**src/design/lg_pkg.sv**
```systemverilog
// logic pattern generator package
// sizes, register offsets and the shared bus, stream and lane types

package lg_pkg;

  ////////////////////
  // sizes
  ////////////////////

  localparam int unsigned lg_dn  = 4;              // lanes per beat
  localparam int unsigned lg_dw  = 8;              // bits per lane sample
  localparam int unsigned lg_cwm = 8;              // pointer magnitude, 256 table entries
  localparam int unsigned lg_cwf = 8;              // pointer fraction
  localparam int unsigned lg_cw  = lg_cwm + lg_cwf;
  localparam int unsigned lg_cwn = 16;             // burst period counter
  localparam int unsigned lg_tn  = 4;              // external trigger inputs
  localparam int unsigned lg_baw = 7;              // register byte address bits
  localparam int unsigned lg_aw  = lg_cwm;         // bus address, table word index fits too

  ////////////////////
  // register offsets
  ////////////////////

  localparam logic [lg_baw-1:0] reg_ctl = 7'h00;   // strobes on write, sts_t on read
  localparam logic [lg_baw-1:0] reg_trg = 7'h08;   // trigger mask
  localparam logic [lg_baw-1:0] reg_mod = 7'h10;   // {inf, ben}
  localparam logic [lg_baw-1:0] reg_siz = 7'h14;
  localparam logic [lg_baw-1:0] reg_off = 7'h18;
  localparam logic [lg_baw-1:0] reg_ste = 7'h1c;
  localparam logic [lg_baw-1:0] reg_bpn = 7'h2c;
  localparam logic [lg_baw-1:0] reg_sbn = 7'h34;   // burst count status, read only
  localparam logic [lg_baw-1:0] reg_oe0 = 7'h40;
  localparam logic [lg_baw-1:0] reg_oe1 = 7'h44;
  localparam logic [lg_baw-1:0] reg_msk = 7'h48;
  localparam logic [lg_baw-1:0] reg_val = 7'h4c;

  ////////////////////
  // data types
  ////////////////////

  typedef logic [lg_dw-1:0] sample_t;
  typedef sample_t [lg_dn-1:0] beat_t;             // one table word

  typedef struct packed {
    sample_t o;  // output value
    sample_t e;  // output enable
  } pin_t;

  typedef pin_t [lg_dn-1:0] pins_t;

  // cpu bus, one cycle request, ack one cycle later
  typedef struct packed {
    logic             wen;
    logic             ren;
    logic [lg_aw-1:0] addr;
    logic [32-1:0]    wdata;
  } cpu_req_t;

  typedef struct packed {
    logic          ack;
    logic [32-1:0] rdata;
  } cpu_rsp_t;

  typedef struct packed {
    sample_t oe0;  // enable where output is 0
    sample_t oe1;  // enable where output is 1
    sample_t msk;
    sample_t val;  // polarity
  } lane_cfg_t;

  typedef struct packed {
    logic              ben;  // burst enable
    logic              inf;  // infinite burst
    logic [lg_cw-1:0]  siz;  // table size, fixed point
    logic [lg_cw-1:0]  off;  // start offset (phase)
    logic [lg_cw-1:0]  ste;  // step (frequency)
    logic [lg_cwn-1:0] bpn;  // passes per burst
  } gen_cfg_t;

  typedef struct packed {
    logic str;  // arm
    logic stp;  // stop
    logic swt;  // software trigger
  } ctl_t;

  typedef struct packed {
    logic armed;
    logic running;
  } sts_t;

  typedef struct packed {
    logic [lg_cwm-1:0] adr;   // table address
    logic              last;  // final item of a burst
  } seq_item_t;

endpackage : lg_pkg
```
**src/design/lg_regs.sv**
```systemverilog
// logic generator register block
// config and status registers, control strobes and the burst interrupt
`timescale 1ns/10ps

module lg_regs (
  input  logic                        bus,
  input  logic                        reset,
  input  lg_pkg::cpu_req_t            reg_req,
  output lg_pkg::cpu_rsp_t            reg_rsp,
  input  lg_pkg::sts_t                sts,
  input  logic [lg_pkg::lg_cwn-1:0]   sts_bpn,
  input  logic                        last_acc,
  output lg_pkg::gen_cfg_t            gen_cfg,
  output lg_pkg::lane_cfg_t           lane_cfg,
  output lg_pkg::ctl_t                ctl,
  output logic [lg_pkg::lg_tn-1:0]    trg_msk,
  output logic                        irq
);
  import lg_pkg::*;

  logic [lg_baw-1:0] adr;    // byte offset inside the register window
  logic              ack;
  logic [32-1:0]     rdata;

  assign adr = reg_req.addr[lg_baw-1:0];

  ////////////////////
  // bus handshake
  ////////////////////

  always_ff @(posedge bus) begin
    if (reset) ack <= 1'b0;
    else       ack <= reg_req.wen | reg_req.ren;  // every request, one cycle later
  end

  assign reg_rsp.ack   = ack;
  assign reg_rsp.rdata = rdata;

  ////////////////////
  // write side
  ////////////////////

  always_ff @(posedge bus) begin
    if (reset) begin
      gen_cfg  <= '0;
      lane_cfg <= '0;
      trg_msk  <= '0;
    end else if (reg_req.wen) begin
      case (adr)
        reg_trg: trg_msk <= reg_req.wdata[lg_tn-1:0];
        reg_mod: begin
          gen_cfg.ben <= reg_req.wdata[0];
          gen_cfg.inf <= reg_req.wdata[1];
        end
        reg_siz: gen_cfg.siz  <= reg_req.wdata[lg_cw-1:0];
        reg_off: gen_cfg.off  <= reg_req.wdata[lg_cw-1:0];
        reg_ste: gen_cfg.ste  <= reg_req.wdata[lg_cw-1:0];
        reg_bpn: gen_cfg.bpn  <= reg_req.wdata[lg_cwn-1:0];
        reg_oe0: lane_cfg.oe0 <= reg_req.wdata[lg_dw-1:0];
        reg_oe1: lane_cfg.oe1 <= reg_req.wdata[lg_dw-1:0];
        reg_msk: lane_cfg.msk <= reg_req.wdata[lg_dw-1:0];
        reg_val: lane_cfg.val <= reg_req.wdata[lg_dw-1:0];
        default: ;  // control and status handled elsewhere
      endcase
    end
  end

  // control strobes, high for a single cycle after the write
  always_ff @(posedge bus) begin
    if (reset) begin
      ctl <= '0;
    end else begin
      ctl.str <= reg_req.wen & (adr == reg_ctl) & reg_req.wdata[0];
      ctl.stp <= reg_req.wen & (adr == reg_ctl) & reg_req.wdata[1];
      ctl.swt <= reg_req.wen & (adr == reg_ctl) & reg_req.wdata[2];
    end
  end

  ////////////////////
  // read side
  ////////////////////

  always_ff @(posedge bus) begin
    if (reg_req.ren) begin
      case (adr)
        reg_ctl: rdata <= 32'(sts);
        reg_trg: rdata <= 32'(trg_msk);
        reg_mod: rdata <= {30'd0, gen_cfg.inf, gen_cfg.ben};
        reg_siz: rdata <= 32'(gen_cfg.siz);
        reg_off: rdata <= 32'(gen_cfg.off);
        reg_ste: rdata <= 32'(gen_cfg.ste);
        reg_bpn: rdata <= 32'(gen_cfg.bpn);
        reg_sbn: rdata <= 32'(sts_bpn);   // passes done in current burst
        reg_oe0: rdata <= 32'(lane_cfg.oe0);
        reg_oe1: rdata <= 32'(lane_cfg.oe1);
        reg_msk: rdata <= 32'(lane_cfg.msk);
        reg_val: rdata <= 32'(lane_cfg.val);
        default: rdata <= '0;             // holes read as zero
      endcase
    end
  end

  // burst done interrupt
  always_ff @(posedge bus) begin
    if (reset) irq <= 1'b0;
    else       irq <= last_acc;
  end

  // a request is a read or a write, never both
  req_one_kind: assert property (
    @(posedge bus) disable iff (reset) !(reg_req.wen && reg_req.ren)
  ) else $error("read and write requested together");

endmodule : lg_regs

```
**config.mk**
```make
export PLATFORM = sky130hd
export DESIGN_NAME = lg_regs
export DESIGN_NICKNAME = d
export VERILOG_FILES = /design/src/design/lg_pkg.sv /design/src/design/lg_regs.sv
export SDC_FILE = /design/constraint.sdc
export NUM_CORES = 1
export LEC_CHECK = 0
export BUFFER_PORTS_ARGS = -buffer_cell sky130_fd_sc_hd__clkbuf_2
export CAP_MARGIN = 25
export CORE_MARGIN = 1.5
export CORE_UTILIZATION = 35
export DETAILED_ROUTE_END_ITERATION = 8
export MAX_ROUTING_LAYER = met4
export PLACE_DENSITY = 0.62
export SYNTH_ARGS = -nofsm -noshare
export SYNTH_HDL_FRONTEND = slang
export SYNTH_SLANG_ARGS = --single-unit
```
**constraint.sdc**
```tcl
create_clock -name bus -period 4.3 [get_ports bus]
set_input_delay 0.86 -clock bus [delete_from_list [all_inputs] [get_ports bus]]
set_output_delay 0.86 -clock bus [all_outputs]
set_load 0.01 [all_outputs]
```
Word level (Yosys, flattened, before mapping)
Cells that the tools add are included.
{"block": "totals", "mem_bits_rw": 0, "in_bits": 63, "wordCells": 45, "romBits": 0, "memories": 0, "out_inout_bits": 139, "ff_bits": 139, "latchBits": 0}
{"block": "op_classes", "bitwise_logic": 5, "n_reduce_logical": 11, "mul": 0, "add_sub_neg": 0, "div": 0, "n_shift": 0, "order_cmp": 0, "muxes": 1, "eq_ne": 11}
{"op": "$pmux W16 S12", "count": 1}
{"op": "$eq A7 B5 Y1 const B", "count": 4}
{"op": "$eq A7 B7 Y1 const B", "count": 4}
{"op": "$reduce_and A2 Y1", "count": 10}
{"op": "$eq A7 B6 Y1 const B", "count": 2}
{"op": "$eq A7 B4 Y1 const B", "count": 1}
{"op": "$logic_not A7 Y1", "count": 1}
{"op": "$and A1 B1 Y1", "count": 4}
{"op": "$or A1 B1 Y1", "count": 1}

Depth between registers and ports, before layout
Gate-level depths: netlist of run 1.
{"block": "depth", "ltp_word": 3, "mapped_depth": 7, "depth_no_buf": 4}

Worst setup path before layout of run 1
No wires, ideal clock.
{"block": "synth_timing", "path_type": "input to register", "from": "in reg_req[36] (netlist name)", "to": "reg rdata[1] (data pin)", "n_path_buf": 2, "setup_ns": 0.272, "stages": 5, "t_required_ns": 4.028, "t_arrival_ns": 2.079, "slack_ns": 1.949, "path_cell_list": "buf_2 -> buf_1 -> mux2i_1 -> o2bb2ai_1 -> or4_1"}
{"block": "synth_between", "elab_chain_cells": 2, "word_cells_on_any_way": 13, "classes_between": "eq/ne (11); mux (1); reduce/logical (1)"}
{"item": "start, declared", "line_no": "lg_regs.sv:8", "source": "input lg_pkg::cpu_req_t reg_req,"}
{"item": "$eq A7 B7 Y1, or another cell as far along", "line_no": "lg_regs.sv:85", "source": "case (adr)"}
{"item": "$pmux W16 S12 *", "line_no": "lg_regs.sv:85"}
{"item": "end signal, assigned", "line_no": "lg_regs.sv:86", "source": "reg_ctl: rdata <= 32'(sts);"}
{"item": "end signal, assigned", "line_no": "lg_regs.sv:87", "source": "reg_trg: rdata <= 32'(trg_msk);"}
{"item": "end signal, assigned", "line_no": "lg_regs.sv:88", "source": "reg_mod: rdata <= {30'd0, gen_cfg.inf, gen_cfg.ben};"}
{"item": "end, declared", "line_no": "lg_regs.sv:23", "source": "logic [32-1:0] rdata;"}
Mark *: on every way between the ends. The rest lies on a longest branch, timed or not.
A chain may end at the register's enable or synchronous reset.

Worst setup path after layout of run 1
{"block": "layout_timing", "from": "in reg_req[35] (netlist name)", "to": "reg gen_cfg[43] (netlist name)"}
{"block": "layout_between", "elab_chain_cells": 2}
{"item": "$eq A7 B5 Y1", "line_no": "lg_regs.sv:49", "source": "case (adr)"}
{"item": "$reduce_and A2 Y1 (no line)"}
{"item": "end, declared", "line_no": "lg_regs.sv:13", "source": "output lg_pkg::gen_cfg_t gen_cfg,"}
No other way between the ends.

==> results of run 1 <==
-- synth_stat cells, types with 3 or more instances --
cell type | n | area share
buf_4 | 20 | 0.027
and3_1 | 5 | 0.0056
nand4_1 | 3 | 0.0034
nor2_1 | 22 | 0.015
and2_1 | 4 | 0.0045
clkbuf_1 | 26 | 0.017
buf_6 | 6 | 0.012
buf_1 | 3 | 0.0020
edfxtp_1 | 16 | 0.086
nand2_1 | 161 | 0.11
dfxtp_1 | 107 | 0.38
o32a_1 | 4 | 0.0072
o221ai_1 | 4 | 0.0063
a21oi_1 | 90 | 0.081
nand3_1 | 44 | 0.039
a222oi_1 | 8 | 0.014
mux2i_1 | 20 | 0.036
a22o_1 | 10 | 0.016
mux2_2 | 9 | 0.018
buf_2 | 20 | 0.018
a22oi_1 | 15 | 0.020
nor2b_1 | 8 | 0.0090
a32oi_1 | 5 | 0.0078
-- state kept, by name, summed over array words and instances, names as in the netlist --
register,count
irq,1
gen_cfg,66
lane_cfg,32
rdata,16
ctl,3
trg_msk,4
ack,1
-- placed cells by master, fill, tap and decap left out, types with 3 or more instances in the layout --
cell type	instances
nor2_1	22
buf_4	12
clkbuf_16	18
a32oi_1	5
clkinvlp_4	3
bufinv_16	3
o32a_1	4
nand4_1	3
mux2i_1	20
mux2_2	9
a222oi_1	8
edfxtp_1	16
nand2_1	161
o221ai_1	4
a22oi_1	15
and2_1	4
nor2b_1	8
conb_1	16
and3_1	5
clkbuf_2	167
a22o_1	10
nand3_1	44
dfxtp_1	107
a21oi_1	90
-- power by group --
part / internal, uW / switching (uW)
clock network: 965 / 551
logic: 42.0 / 110
registers: 1170 / 3.59
total: 2180 / 665
-- cell type report --
type                            instances  area [um^2]
Sequential cell                       123         2620
Inverter                                1         3.75
Tap cell                              211          264
Fill cell                            1575         8320
Clock buffer                           20          468
Multi-Input combinational cell        463         2610
Timing Repair Buffer                  179          926
Clock inverter                         12          159
-- through the flow --
stage	hold slack (ps)	instances	setup slack [ps]	total power, uW
2_1_floorplan	488	662	1950	1300
3_3_place_gp	456	977	1280	1350
3_5_place_dp	463	977	1230	1350
4_1_cts	472	1009	1660	2860
5_1_grt	497	1009	1470	2930
6_report	469	1009	1600	2840
-- worst paths after layout --
path                                    from            to  cells past startpoint
worst max-delay path             reg_req[35]   gen_cfg[43]                      5
worst min-delay path            lane_cfg[12]  lane_cfg[12]                      2
worst max register to register   gen_cfg[33]      rdata[1]                      4
worst min register to register  lane_cfg[12]  lane_cfg[12]                      2
-- critical path, stage by stage --
cell      delay [ps]
clkbuf_2         400
nor4b_2          730
and3_1           770
nand2_1          130
a21oi_1          150
-- cells by family (layout without fill, tap and decap cells) --
group	Yosys count	in the layout	synth area share
DFF	123	123	0.470
and+or+nand+nor	269	269	0.227
other	1	16	0.000672
AOI/OAI and AO/OA	148	148	0.170
buffers and inverters	76	212	0.0771
muxes	30	30	0.0560
-- metal layers --
layer | global-route usage | part of all wire
met5 | - | 0
met4 | 0.0839 | 0.017
met3 | 0.0611 | 0.076
met2 | 0.353 | 0.46
met1 | 0.331 | 0.45
==> run_results.csv, run 1 <==
group,metric,value,unit
flow_run,maxCapViolCount,0,
logic_synthesis,ys_seq_elements,123,
global_route,antenna_found_initial,0,
global_route,grt_pass1_wl,29300,um
drt,routed-via-count,5388,
worst_setup_path,crit_fanout,21,
finish,design_area,7050,um^2
drt,viasPerCell,5.34,
global_route,grt_usage,0.244,
logic_synthesis,async_reset_ff_frac,0,
outcome,status,"complete, no violations",
timing,finalHoldViolCount,0,
timing,clock_skew,7.60,ps
drt,dr.first_iter.drc_count,578,
timing,finalCriticalPeriod,2700,ps
drt,wl_per_cell,19.4,um
global_route,grt_pass1_vias,4907,
floorplan,fp-row-count,45,
power_and_ir_drop,ir_drop,0.254,mV
cts,clk_pin_slew,60,ps
timing,fin_crit_sh,0.627,
floorplan,io_pins,202,
drt,drt-total-wl,19600,um
drt,drt.antenna.violating_nets,0,
global_route,grt_start_max_net_pins,70,
power_and_ir_drop,power_leakage,0.00293,uW
worst_setup_path,arrival,3040,ps
finish,final_util,0.459,
placed_design,io_buffers,168,
timing,tightest_slew,770,ps
worst_setup_path,rrSetupSlack,2690,ps
worst_setup_path,start_kind,"input pin",
cts,cts.repair.resized,0,
timing,tns,0,ps
cts,h-tree-depth,4,
worst_setup_path,crit_required,4650,ps
logic_synthesis,synth_area,5580,um^2
worst_setup_path,critPathKind,"input pin to flip-flop",
cts,cts_tree,"done",
timing,rsz0062_at_grt,"false",
global_route,grt-ovfl-total,0,
logic_synthesis,synth_edf_count,16,
timing,max_slew_margin,0.485,
cts,clockBufferDepth,2,
floorplan,die_w,129,um
floorplan,core-area,15400,um^2
logic_synthesis,ys_warn_count,0,
drt,drt_first_pass_iters,6,
logic_synthesis,yosysUniqueCellTypes,52,
cts,cts_made_buffers,17,
placed_design,postPlaceCellArea,6430,um^2
cts,ctsHoldBuffers,0,
power_and_ir_drop,powerDensity,403,nW/um^2
cts,cts-root-buf,"clkbuf_16",
finish,antenna_cells,0,
worst_setup_path,cp-end-kind,"flip-flop",
finish,syn2layout_area_growth,26.3,%
finish,drive_above_1_share,0.287,
placed_design,dp_hpwl,13600,um
drt,drc_errors,0,
worst_hold_path,hp-class,"flip-flop to flip-flop",
logic_synthesis,avgSynthCellArea,8.63,um^2
logic_synthesis,yosysSeqAreaShare,0.470,
floorplan,die_y,129,um
floorplan,start_util,0.363,
cts,clock_latency,430,ps
timing,fmax,371,MHz
finish,num-nets-final,848,
timing,finalMaxSlewViolations,0,
cts,numClockSinks,123,
placed_design,globalplace.congestion,0.955,
floorplan,dieArea,16700,um^2
cts,postCtsSetupBuffers,0,
logic_synthesis,synth_ff_type,"dfxtp_1",
timing,setup_violations,0,
logic_synthesis,syn_inst,647,
No activity file was read; power rests on OpenSTA's default activity.
==> run 2: changes to the inputs <==
==> constraint.sdc (replaced) <==
create_clock -name bus -period 2.7 [get_ports bus]
set_input_delay 0.54 -clock bus [delete_from_list [all_inputs] [get_ports bus]]
set_output_delay 0.54 -clock bus [all_outputs]
set_load 0.01 [all_outputs]
==> run_results.csv, run 2 (same netlist as run 1, synthesis figures left out) <==
group,metric,value,unit
floorplan,dieArea,16700,um^2
placed_design,placedCellCount,994,
timing,tns,0,ps
placed_design,io_buffers,168,
cts,clk_pin_slew,50,ps
global_route,grt_usage,0.239,
worst_setup_path,start_kind,"input pin",
drt,viasPerCell,5.27,
floorplan,die_w,129,um
placed_design,globalplace.congestion,0.960,
drt,wl_per_cell,19.0,um
cts,cts.repair.resized,0,
global_route,grt-ovfl-total,0,
floorplan,core-area,15400,um^2
timing,clock_skew,5.75,ps
cts,cts_made_buffers,17,
worst_setup_path,cp-end-kind,"flip-flop",
worst_setup_path,crit_required,3050,ps
finish,num-nets-final,865,
cts,ctsHoldBuffers,0,
drt,routed-via-count,5404,
global_route,grt_start_max_net_pins,39,
timing,tightest_slew,641,ps
placed_design,dp_hpwl,13900,um
drt,drt.antenna.violating_nets,0,
global_route,grt_pass1_vias,4810,
timing,finalMaxSlewViolations,0,
finish,largest_reg_flops,66,
worst_setup_path,critPathKind,"input pin to flip-flop",
global_route,antenna_found_initial,0,
drt,drt_first_pass_iters,5,
floorplan,fp-row-count,45,
drt,dr.first_iter.drc_count,489,
global_route,grt_pass1_wl,28600,um
finish,antenna_cells,0,
worst_setup_path,arrival,2300,ps
timing,fin_crit_sh,0.724,
timing,finalHoldViolCount,0,
power_and_ir_drop,ir_drop,0.298,mV
worst_setup_path,crit_fanout,22,
timing,finalCriticalPeriod,1950,ps
cts,postCtsSetupBuffers,0,
timing,whs,333,ps
finish,syn2layout_area_growth,27.4,%
timing,rsz0062_at_grt,"false",
timing,setup_violations,0,
power_and_ir_drop,power.total,4310,uW
floorplan,io_pins,202,
cts,cts-root-buf,"clkbuf_16",
cts,numClockSinks,123,
finish,largest_register,"gen_cfg",
power_and_ir_drop,powerDensity,606,nW/um^2
worst_hold_path,hp-class,"input pin to flip-flop",
power_and_ir_drop,power_leakage,0.00300,uW
timing,fmax,512,MHz
finish,instances_no_fill,1025,
cts,h-tree-depth,4,
cts,cts_tree,"done",
drt,drc_errors,0,
finish,mostFrequentLayoutCell,"clkbuf_2",
floorplan,die_y,129,um
placed_design,dp_slack,361,ps
finish,final_cell_mix,"167 x clkbuf_2, 161 x nand2_1, 107 x dfxtp_1, 90 x a21oi_1, 44 x nand3_1",
flow_run,maxCapViolCount,0,
outcome,status,"complete, no violations",
cts,clock_latency,420,ps
drt,drt-total-wl,19500,um
finish,drive_above_1_share,0.299,
timing,max_slew_margin,0.573,
timing,worst_slack,746,ps
cts,clockBufferDepth,2,
finish,reg_top3,"gen_cfg (66), lane_cfg (32), rdata (16)",
floorplan,start_util,0.363,
## run 2: area by class of cell
| type | count | area, um^2 |
|---|---|---|
| flip-flops and latches | 123 | 2620 |
| well taps | 211 | 264 |
| clock buffers | 22 | 464 |
| repair buffers | 196 | 1050 |
| inverters | 1 | 3.75 |
| clock inverters | 9 | 96.3 |
| fillers | 1535 | 8260 |
| multi-input cells | 463 | 2610 |
## run 2: metal layers
metal	global-route usage	up-vias	routed length [um]
met5	-	-	0
met1	0.315	2569	8540
met2	0.351	233	8980
met4	0.0833	0	478
li1	-	2568	-
met3	0.0648	34	1520
## run 2: worst paths after layout
check	startpoint	to	slack, ps	cells after the start
hold / removal	last_acc	irq	330	2
setup reg to reg	gen_cfg[34]	rdata[2]	1130	4
hold reg to reg	gen_cfg[13]	gen_cfg[13]	470	2
setup / recovery	reg_req[37]	gen_cfg[59]	750	6
## run 2: where the power goes
group	internal, uW	switching (uW)	total, uW
Sequential	1870	5.89	1870
Combinational	73.4	179	252
Clock	1390	800	2190
Total	3330	984	4310
## run 2: stage by stage
stage	util	cell area, um^2
after floorplan	-	5640
after global placement	0.426	6560
after detailed placement	0.426	6560
after CTS	0.463	7120
after global routing	0.463	7120
final	0.463	7120
## run 2: critical path, cell delays in order
cell and delay [ps]:
clkbuf_2 310, nor3b_4 550, and3_1 470, buf_4 220, nand2_1 60, a21oi_1 140
